--- config.mk ---
export PLATFORM = sky130hd
export DESIGN_NAME = decodeUnit
export DESIGN_NICKNAME = d
export VERILOG_FILES = /design/src/hw/decodePkg.sv /design/src/hw/ctrlIf.sv /design/src/hw/contrGen.sv /design/src/hw/decodeReg.sv /design/src/hw/decodeUnit.sv /design/src/hw/immGen.sv /design/src/hw/instLatch.sv
export SDC_FILE = /design/constraint.sdc
export NUM_CORES = 1
export LEC_CHECK = 0
export BUFFER_PORTS_ARGS = -buffer_cell sky130_fd_sc_hd__buf_2
export CORE_MARGIN = 1.5
export CORE_UTILIZATION = 35
export CTS_BUF_LIST = sky130_fd_sc_hd__clkbuf_8 sky130_fd_sc_hd__clkbuf_16
export CTS_CLUSTER_SIZE = 20
export DETAILED_ROUTE_END_ITERATION = 8
export PLACE_DENSITY = 0.64
export SETUP_SLACK_MARGIN = 0.05
export SLEW_MARGIN = 25
export SYNTH_ARGS = -nofsm -noshare
export SYNTH_HDL_FRONTEND = slang
export SYNTH_SLANG_ARGS = --single-unit
--- constraint.sdc ---
create_clock -name clk -period 5.2 [get_ports clk]
set_clock_uncertainty 0.2 [all_clocks]
set_input_delay 0 -clock clk [delete_from_list [all_inputs] [get_ports clk]]
set_output_delay 0 -clock clk [all_outputs]
set_load 0.005 [all_outputs]
--- src/hw/decodePkg.sv ---
package decodePkg;

    // major opcodes, standard RV64 encodings
    typedef enum logic [6:0] {
        LOAD     = 7'b0000011,
        OP_IMM   = 7'b0010011,
        AUIPC    = 7'b0010111,
        OP_IMM32 = 7'b0011011,
        STORE    = 7'b0100011,
        OP       = 7'b0110011,
        LUI      = 7'b0110111,
        OP32     = 7'b0111011,
        BRANCH   = 7'b1100011,
        JALR     = 7'b1100111,
        JAL      = 7'b1101111,
        SYSTEM   = 7'b1110011
    } opcodeT;

    // immediate format, numbered as the old Extop field
    typedef enum logic [2:0] {
        FMT_NONE = 3'd0,
        FMT_R    = 3'd1,
        FMT_I    = 3'd2,
        FMT_S    = 3'd3,
        FMT_B    = 3'd4,
        FMT_U    = 3'd5,
        FMT_J    = 3'd6
    } immFmtT;

    // R-type code is {mul, func7[5], func3}, only the odd ones are named
    typedef enum logic [4:0] {
        ALU_ADD   = 5'd0,
        ALU_SUB   = 5'd8,
        ALU_PASSB = 5'd9  // no R-type instruction lands here
    } aluOpT;

    typedef enum logic {
        A_PC  = 1'b0,
        A_RS1 = 1'b1
    } aSrcT;

    typedef enum logic [1:0] {
        B_IMM  = 2'd0,
        B_RS2  = 2'd1,
        B_FOUR = 2'd2  // link address pc + 4
    } bSrcT;

    typedef enum logic [3:0] {
        BR_NONE = 4'd0,
        BR_EQ   = 4'd1,
        BR_NE   = 4'd2,
        BR_LT   = 4'd3,
        BR_GE   = 4'd4,
        BR_LTU  = 4'd5,
        BR_GEU  = 4'd6,
        BR_JAL  = 4'd7,
        BR_JALR = 4'd8
    } branchT;

    // stores reuse the low codes, sw 1 sh 2 sb 3 sd 4
    typedef enum logic [2:0] {
        MEM_NONE = 3'd0,
        MEM_WU   = 3'd1,
        MEM_HU   = 3'd2,
        MEM_BU   = 3'd3,
        MEM_D    = 3'd4,
        MEM_W    = 3'd5,
        MEM_H    = 3'd6,
        MEM_B    = 3'd7
    } memOpT;

    typedef enum logic [1:0] {
        RS_ALU = 2'd0,
        RS_MEM = 2'd1,
        RS_CSR = 2'd2
    } regSrcT;

endpackage

--- src/hw/ctrlIf.sv ---
interface ctrlIf #(
    parameter int XLEN = 64
);
    import decodePkg::*;

    immFmtT          immFmt;
    aluOpT           aluOp;
    aSrcT            aSrc;
    bSrcT            bSrc;
    branchT          branch;
    logic            regWr;
    logic            memWr;
    memOpT           memOp;
    regSrcT          regSrc;
    logic            isTruncate;  // keep low 32 bits of the result
    logic            isSext;      // then sign extend them
    logic            intrEn;
    logic            illegal;
    logic [XLEN-1:0] imm;

    // contrGen and immGen share this side
    modport gen (
        output immFmt, aluOp, aSrc, bSrc, branch, regWr, memWr, memOp,
        output regSrc, isTruncate, isSext, intrEn, illegal, imm
    );

    modport sink (
        input immFmt, aluOp, aSrc, bSrc, branch, regWr, memWr, memOp,
        input regSrc, isTruncate, isSext, intrEn, illegal, imm
    );

endinterface

--- src/hw/contrGen.sv ---
module contrGen (
    input  logic [31:0]       inst,
    ctrlIf.gen                ctrl,
    output decodePkg::immFmtT immFmt
);
    import decodePkg::*;

    logic [6:0] func7;
    logic [2:0] func3;
    opcodeT     opcode;
    logic       legal;
    immFmtT     fmt;
    aluOpT      aluSel;
    aSrcT       aSel;
    bSrcT       bSel;
    branchT     brSel;
    branchT     brKind;
    memOpT      memSel;
    memOpT      storeMem;
    regSrcT     wbSel;
    logic       storeOp;
    logic       wordOp;
    logic       sysOp;

    assign func7  = inst[31:25];
    assign func3  = inst[14:12];
    assign opcode = opcodeT'(inst[6:0]);

    // supported instruction list, anything else is illegal
    always_comb begin
        casez ({func7, func3, opcode})
            17'b???????_000_0010011, 17'b???????_011_0010011,  // addi sltiu
            17'b???????_100_0010011, 17'b???????_110_0010011,  // xori ori
            17'b???????_111_0010011, 17'b000000?_001_0010011,  // andi slli
            17'b000000?_101_0010011, 17'b010000?_101_0010011,  // srli srai
            17'b???????_000_0011011, 17'b0000000_001_0011011,  // addiw slliw
            17'b0000000_101_0011011, 17'b0100000_101_0011011,  // srliw sraiw
            17'b0000000_000_0110011, 17'b0100000_000_0110011,  // add sub
            17'b0000000_001_0110011, 17'b0000000_010_0110011,  // sll slt
            17'b0000000_011_0110011, 17'b0000000_100_0110011,  // sltu xor
            17'b0000000_110_0110011, 17'b0000000_111_0110011,  // or and
            17'b0000001_000_0110011, 17'b0000001_101_0110011,  // mul divu
            17'b0000001_111_0110011,                           // remu
            17'b0000000_000_0111011, 17'b0100000_000_0111011,  // addw subw
            17'b0000000_001_0111011, 17'b0000000_101_0111011,  // sllw srlw
            17'b0100000_101_0111011, 17'b0000001_000_0111011,  // sraw mulw
            17'b0000001_100_0111011, 17'b0000001_101_0111011,  // divw divuw
            17'b0000001_110_0111011,                           // remw
            17'b???????_???_0010111, 17'b???????_???_0110111,  // auipc lui
            17'b???????_???_1101111, 17'b???????_000_1100111,  // jal jalr
            17'b???????_000_0000011, 17'b???????_001_0000011,  // lb lh
            17'b???????_010_0000011, 17'b???????_011_0000011,  // lw ld
            17'b???????_100_0000011, 17'b???????_101_0000011,  // lbu lhu
            17'b???????_110_0000011,                           // lwu
            17'b???????_000_0100011, 17'b???????_001_0100011,  // sb sh
            17'b???????_010_0100011, 17'b???????_011_0100011,  // sw sd
            17'b???????_000_1100011, 17'b???????_001_1100011,  // beq bne
            17'b???????_100_1100011, 17'b???????_101_1100011,  // blt bge
            17'b???????_110_1100011, 17'b???????_111_1100011,  // bltu bgeu
            17'b???????_???_1110011:                           // ecall mret csr group
                legal = 1'b1;
            default: legal = 1'b0;
        endcase
    end

    // func3 driven sub-decodes for branches and stores
    always_comb begin
        case (func3)
            3'b000:  brKind = BR_EQ;
            3'b001:  brKind = BR_NE;
            3'b100:  brKind = BR_LT;
            3'b101:  brKind = BR_GE;
            3'b110:  brKind = BR_LTU;
            3'b111:  brKind = BR_GEU;
            default: brKind = BR_NONE;
        endcase
        case (func3)
            3'b000:  storeMem = MEM_BU;  // sb
            3'b001:  storeMem = MEM_HU;  // sh
            3'b010:  storeMem = MEM_WU;  // sw
            3'b011:  storeMem = MEM_D;   // sd
            default: storeMem = MEM_NONE;
        endcase
    end

    always_comb begin
        fmt     = FMT_NONE;
        aluSel  = ALU_ADD;
        aSel    = A_RS1;
        bSel    = B_IMM;
        brSel   = BR_NONE;
        memSel  = MEM_NONE;
        wbSel   = RS_ALU;
        storeOp = 1'b0;
        wordOp  = 1'b0;
        sysOp   = 1'b0;
        case (opcode)
            OP, OP32: begin
                fmt    = FMT_R;
                aluSel = aluOpT'({func7[0], func7[5], func3});
                bSel   = B_RS2;
                wordOp = (opcode == OP32);
            end
            OP_IMM, OP_IMM32: begin
                fmt    = FMT_I;
                aluSel = aluOpT'({1'b0, func7[5] & (func3 == 3'b101), func3});  // sra vs srl
                wordOp = (opcode == OP_IMM32);
            end
            LOAD: begin
                fmt    = FMT_I;
                memSel = memOpT'(~func3);  // lb..lwu map to 7 - func3
                wbSel  = RS_MEM;
            end
            STORE: begin
                fmt     = FMT_S;
                memSel  = storeMem;
                storeOp = 1'b1;
            end
            BRANCH: begin
                fmt    = FMT_B;
                aluSel = ALU_SUB;  // compare by subtraction
                bSel   = B_RS2;
                brSel  = brKind;
            end
            LUI: begin
                fmt    = FMT_U;
                aluSel = ALU_PASSB;
                aSel   = A_PC;
            end
            AUIPC: begin
                fmt  = FMT_U;
                aSel = A_PC;
            end
            JAL, JALR: begin
                fmt   = (opcode == JAL) ? FMT_J : FMT_I;
                aSel  = A_PC;
                bSel  = B_FOUR;
                brSel = (opcode == JAL) ? BR_JAL : BR_JALR;
            end
            SYSTEM: begin
                fmt   = FMT_I;
                aSel  = A_PC;
                wbSel = RS_CSR;
                sysOp = 1'b1;
            end
            default: ;
        endcase
        // illegal words leave with all-zero encodings
        if (!legal) begin
            fmt     = FMT_NONE;
            aluSel  = ALU_ADD;
            aSel    = A_PC;
            bSel    = B_IMM;
            brSel   = BR_NONE;
            memSel  = MEM_NONE;
            wbSel   = RS_ALU;
            storeOp = 1'b0;
            wordOp  = 1'b0;
            sysOp   = 1'b0;
        end
    end

    assign immFmt          = fmt;
    assign ctrl.immFmt     = fmt;
    assign ctrl.aluOp      = aluSel;
    assign ctrl.aSrc       = aSel;
    assign ctrl.bSrc       = bSel;
    assign ctrl.branch     = brSel;
    assign ctrl.regWr      = fmt inside {FMT_R, FMT_I, FMT_U, FMT_J};
    assign ctrl.memWr      = storeOp;
    assign ctrl.memOp      = memSel;
    assign ctrl.regSrc     = wbSel;
    assign ctrl.isTruncate = wordOp;  // w ops truncate and sign extend together
    assign ctrl.isSext     = wordOp;
    assign ctrl.intrEn     = sysOp;
    assign ctrl.illegal    = !legal;

    // no architectural write may escape from an unknown encoding
    always_comb begin
        assert (!(ctrl.illegal && (ctrl.regWr || ctrl.memWr)))
            else $error("illegal encoding carries a write enable");
    end

endmodule

--- src/hw/decodeReg.sv ---
module decodeReg #(
    parameter int XLEN = 64
) (
    input  logic            clk,
    input  logic            reset,
    input  logic            latched,
    input  logic [XLEN-1:0] latchedPc,
    ctrlIf.sink             ctrl,
    output logic            outValid,
    output logic            illegal,
    output logic [4:0]      aluOp,
    output logic            aSrc,
    output logic [1:0]      bSrc,
    output logic [3:0]      branch,
    output logic            regWr,
    output logic            memWr,
    output logic [2:0]      memOp,
    output logic [1:0]      regSrc,
    output logic            isTruncate,
    output logic            isSext,
    output logic            intrEn,
    output logic [XLEN-1:0] imm,
    output logic [XLEN-1:0] pcOut
);
    import decodePkg::*;

    // valid pulse and the flags that cause side effects
    always_ff @(posedge clk) begin
        if (reset) begin
            outValid <= 1'b0;
            illegal  <= 1'b0;
            regWr    <= 1'b0;
            memWr    <= 1'b0;
            intrEn   <= 1'b0;
        end else begin
            outValid <= latched;
            if (latched) begin
                illegal <= ctrl.illegal;
                regWr   <= ctrl.regWr;
                memWr   <= ctrl.memWr;
                intrEn  <= ctrl.intrEn;
            end
        end
    end

    // payload holds between instructions
    always_ff @(posedge clk) begin
        if (latched) begin
            aluOp      <= ctrl.aluOp;
            aSrc       <= ctrl.aSrc;
            bSrc       <= ctrl.bSrc;
            branch     <= ctrl.branch;
            memOp      <= ctrl.memOp;
            regSrc     <= ctrl.regSrc;
            isTruncate <= ctrl.isTruncate;
            isSext     <= ctrl.isSext;
            imm        <= ctrl.imm;
            pcOut      <= latchedPc;
        end
    end

    validFromLatch: assert property (
        @(posedge clk) disable iff (reset)
        outValid |-> $past(latched)
    ) else $error("outValid without a latched instruction");

    // every legal word has a format, and only illegal words have none
    fmtMatchesIllegal: assert property (
        @(posedge clk) disable iff (reset)
        latched |-> (ctrl.illegal == (ctrl.immFmt == FMT_NONE))
    ) else $error("immediate format disagrees with illegal flag");

endmodule

--- src/hw/decodeUnit.sv ---
module decodeUnit #(
    parameter int XLEN = 64
) (
    input  logic            clk,
    input  logic            reset,
    input  logic            instValid,
    input  logic [31:0]     inst,
    input  logic [XLEN-1:0] pc,
    output logic            outValid,
    output logic            illegal,
    output logic [4:0]      aluOp,
    output logic            aSrc,
    output logic [1:0]      bSrc,
    output logic [3:0]      branch,
    output logic            regWr,
    output logic            memWr,
    output logic [2:0]      memOp,
    output logic [1:0]      regSrc,
    output logic            isTruncate,
    output logic            isSext,
    output logic            intrEn,
    output logic [XLEN-1:0] imm,
    output logic [XLEN-1:0] pcOut
);
    import decodePkg::*;

    logic [31:0]     latchedInst;
    logic [XLEN-1:0] latchedPc;
    logic            latched;
    immFmtT          immFmt;

    ctrlIf #(.XLEN(XLEN)) ctrl ();

    // cycle N+1: captured word
    instLatch #(.XLEN(XLEN)) latchU (
        .clk         (clk),
        .reset       (reset),
        .instValid   (instValid),
        .inst        (inst),
        .pc          (pc),
        .latchedInst (latchedInst),
        .latchedPc   (latchedPc),
        .latched     (latched)
    );

    // combinational decode within cycle N+1
    contrGen genU (
        .inst   (latchedInst),
        .ctrl   (ctrl.gen),
        .immFmt (immFmt)
    );

    immGen #(.XLEN(XLEN)) immU (
        .inst   (latchedInst),
        .immFmt (immFmt),
        .ctrl   (ctrl.gen)
    );

    // cycle N+2: registered outputs
    decodeReg #(.XLEN(XLEN)) outU (
        .clk        (clk),
        .reset      (reset),
        .latched    (latched),
        .latchedPc  (latchedPc),
        .ctrl       (ctrl.sink),
        .outValid   (outValid),
        .illegal    (illegal),
        .aluOp      (aluOp),
        .aSrc       (aSrc),
        .bSrc       (bSrc),
        .branch     (branch),
        .regWr      (regWr),
        .memWr      (memWr),
        .memOp      (memOp),
        .regSrc     (regSrc),
        .isTruncate (isTruncate),
        .isSext     (isSext),
        .intrEn     (intrEn),
        .imm        (imm),
        .pcOut      (pcOut)
    );

endmodule

--- src/hw/immGen.sv ---
module immGen #(
    parameter int XLEN = 64
) (
    input  logic [31:0]       inst,
    input  decodePkg::immFmtT immFmt,
    ctrlIf.gen                ctrl
);
    import decodePkg::*;

    logic [XLEN-1:0] immI;
    logic [XLEN-1:0] immS;
    logic [XLEN-1:0] immB;
    logic [XLEN-1:0] immU;
    logic [XLEN-1:0] immJ;

    // inst[31] is the sign bit in every format
    assign immI = {{(XLEN-12){inst[31]}}, inst[31:20]};
    assign immS = {{(XLEN-12){inst[31]}}, inst[31:25], inst[11:7]};
    assign immB = {{(XLEN-13){inst[31]}}, inst[31], inst[7], inst[30:25], inst[11:8], 1'b0};
    assign immU = {{(XLEN-32){inst[31]}}, inst[31:12], 12'b0};
    assign immJ = {{(XLEN-21){inst[31]}}, inst[31], inst[19:12], inst[20], inst[30:21], 1'b0};

    always_comb begin
        case (immFmt)
            FMT_I:   ctrl.imm = immI;
            FMT_S:   ctrl.imm = immS;
            FMT_B:   ctrl.imm = immB;
            FMT_U:   ctrl.imm = immU;
            FMT_J:   ctrl.imm = immJ;
            default: ctrl.imm = '0;  // R type and illegal words
        endcase
    end

endmodule

--- src/hw/instLatch.sv ---
module instLatch #(
    parameter int XLEN = 64
) (
    input  logic            clk,
    input  logic            reset,
    input  logic            instValid,
    input  logic [31:0]     inst,
    input  logic [XLEN-1:0] pc,
    output logic [31:0]     latchedInst,
    output logic [XLEN-1:0] latchedPc,
    output logic            latched
);

    // one-cycle valid level behind the strobe
    always_ff @(posedge clk) begin
        if (reset) begin
            latched <= 1'b0;
        end else begin
            latched <= instValid;
        end
    end

    // word and pc only move on a strobe, so they hold otherwise
    always_ff @(posedge clk) begin
        if (instValid) begin
            latchedInst <= inst;
            latchedPc   <= pc;
        end
    end

    // a floating word here would poison every decoded field downstream
    latchedKnown: assert property (
        @(posedge clk) disable iff (reset)
        latched |-> !$isunknown(latchedInst)
    ) else $error("latched instruction word has unknown bits");

endmodule

==> results.toml <==
[logic_synthesis]
synth_edf_count = 210
synth.avg_cell_area_um2 = 17.8
synth_top_cells_by_area = "edfxtp_1, buf_4, dfxtp_1"
ys.flop_type = "edfxtp_1"
synthCells = 444
synth_fp_nets = 543
yosys.area.top_type = "edfxtp_1"
synth_top_area_share = 0.797
seq_area_frac_synth = 0.812
ys_types = 56
synth-seq-cells = 216
yosysWarnings = 0
synth_area_um2 = 7920
async_flop_share = 0

[layout]
multi_input_area_um2 = 1120
syn_to_final_growth_pct = 46.9
layout-drive-gt1-share = 0.347
final_nets = 939
fillers = 1826
final_cell_mix = "buf_2, edfxtp_1, dlygate4sd3_1, clkbuf_16, nand2_1"
seqCellArea_um2 = 6430
layout_commonest_cell = "buf_2"

[clocking]
cts_buffer_depth = 3
clockRootBuffer = "clkbuf_16"
cts_tree = "yes"
htree_levels = 1
cts_buffers = 24
post_cts_resized = 0
clk_pin_slew_ps = 60
clock-sinks = 216
clock_latency_ps = 510

[worst_setup_path]
cp.depth = 6
reg2reg_depth = 6
critPathMaxStageDelay_ps = 790
cp_num_buf_inv = 0
crit_arrival_ps = 3240
worstPathCellList = "and4bb_1 > o2111ai_1 > o2111ai_1 > a211oi_2 > and3_1 > o32ai_1"
critPathLaunchType = "flop"
critical_path.max_fanout = 21
critPathMostFrequentCell = "o2111ai_1"
path_class = "reg2reg"
critPathTopFamily = "simple AND/OR/NAND/NOR gates"
slowest_stage = "edfxtp_1"
crit_path_end_kind = "flop"
cp.required_ps = 5220

[sta]
max_freq_mhz = 310
setup-tns-final_ps = 0
tightest_slew_ps = 935
period_share = 0.620
finalSetupViolCount = 0
period_needed_ps = 3230
fin_hold_ws_ps = 19.1
slew_headroom = 0.377
hold_violations = 0
slew_viol_final = 0
rsz0062_at_grt = "no"

[worst_hold_path]
hp-class = "in2reg"
hold_depth = 2

[die]
pin_count = 251
core_area_um2 = 22000
die_x_um = 153
die_h_um = 153
row_count = 54
initial_utilization = 0.359
dieArea_um2 = 23500

[place]
dp.final_hpwl_mm = 11.8
port_buffers = 250
gp_congestion = 0.851

[grt]
antenna_found_initial = 2
grt_usage = 0.167
grt_pass1_wl_mm = 30.5
grt_max_degree = 72
grt.overflow.total = 0
grt_pass1_vias = 5458

[pwr]
clock_power_share = 0.398
p_seq_frac = 0.525
switching_power_uw = 859
p_leak_uw = 0.00451
ir_worst_vdd_mv = 0.289
cellPowerDensity_nw_per_um2 = 348
p_comb_frac = 0.076
p_sw_frac = 0.212
power.internal_uw = 3190

[drt]
first_pass_iters = 4
drt_iter0_markers = 347
wl_per_cell_um = 17.4
via_per_inst = 4.65
routed-via-count = 5281
routed_wl_mm = 19.8
drc = 0
ant_nets = 0

[run]
cap_violations = 0

[status]
status = "finished clean"
[power groups by stage]
stage	registers, uW	clock network (uW)	logic (uW)
after floorplan	2140	0	88.3
after global routing	2140	1730	336
after CTS	2120	1650	303
after global placement	2150	0	207
final	2130	1610	309
after detailed placement	2160	0	207
[kinds of logic after synthesis]
kind of cell | count (synthesis) | synth area share
flip-flops | 216 | 0.812
buffers and inverters | 57 | 0.0473
AO/OA/AOI/OAI | 66 | 0.0590
AND/OR/NAND/NOR | 101 | 0.0768
multiplexers | 3 | 0.00379
adder cells (fa/ha/maj) | 1 | 0.00142
[flip-flops by register name (all words and copies together) (netlist names), 2 cells and up]
| name | flops |
|---|---|
| latchU.latchedInst | 32 |
| latchU.latchedPc | 64 |
| outU.aluOp | 5 |
| outU.bSrc | 2 |
| outU.branch | 4 |
| outU.imm | 32 |
| outU.memOp | 3 |
| outU.pcOut | 64 |
| outU.regSrc | 2 |
[final cells by class]
cell class | instances | share of cell area
multi-input cells | 171 | 0.0965
clock buffers | 25 | 0.0538
diodes | 2 | 0.000430
repair buffers | 421 | 0.254
clock inverters | 15 | 0.00990
inverters | 6 | 0.00194
well taps | 280 | 0.0301
flip-flops and latches | 216 | 0.553
[cells in the mapped netlist (all sizes together), types with 2 or more instances]
library cell    n
nand2b          7
a211oi          4
clkbuf          9
nor4            2
nor2           16
nor4b           3
nor3            6
nand3b          6
o32ai           4
o21a            3
o2111ai         3
nor2b           7
nand4           6
inv             6
o31ai           2
and3            4
nor3b           6
nand2          18
a32o            4
buf            42
and2            7
mux2i           3
o21ai           7
dfxtp           6
a21oi          17
or2             3
nand3           4
edfxtp        210
a21o           13
[final timing paths]
| check | to | start | slack, ps |
|---|---|---|---|
| setup reg to reg | outU.imm[11] | latchU.latchedInst[3] | 1970 |
| hold / removal | latchU.latchedPc[1] | pc[1] | 20 |
| setup / recovery | outU.imm[11] | latchU.latchedInst[3] | 1970 |
| hold reg to reg | outU.pcOut[33] | latchU.latchedPc[33] | 220 |
[metrics by stage]
stage	utilization	std cells	cell area [um2]	power, uW	worst slack (ps)
after global routing	0.528	1136	11600	4200	1770
after detailed placement	0.418	927	9210	2360	2060
final	0.528	1136	11600	4050	1970
after CTS	0.527	1133	11600	4070	2020
after global placement	0.418	927	9210	2360	2120
after floorplan	-	444	7920	2230	1450
[what timing repair did]
| action | 4_1_cts | 5_1_grt |
|---|---|---|
| setup buffers | 0 | 0 |
| hold endpoints to repair | 148 | 1 |
| hold buffers | 166 | 1 |
[per-layer routing]
| metal | global-route usage | part of all wire |
|---|---|---|
| met5 | 0 | 0 |
| met4 | 0.0536 | 0.024 |
| met3 | 0.0584 | 0.094 |
| met2 | 0.283 | 0.49 |
| met1 | 0.199 | 0.39 |
Note: power is estimated with default switching activity, not from simulation.
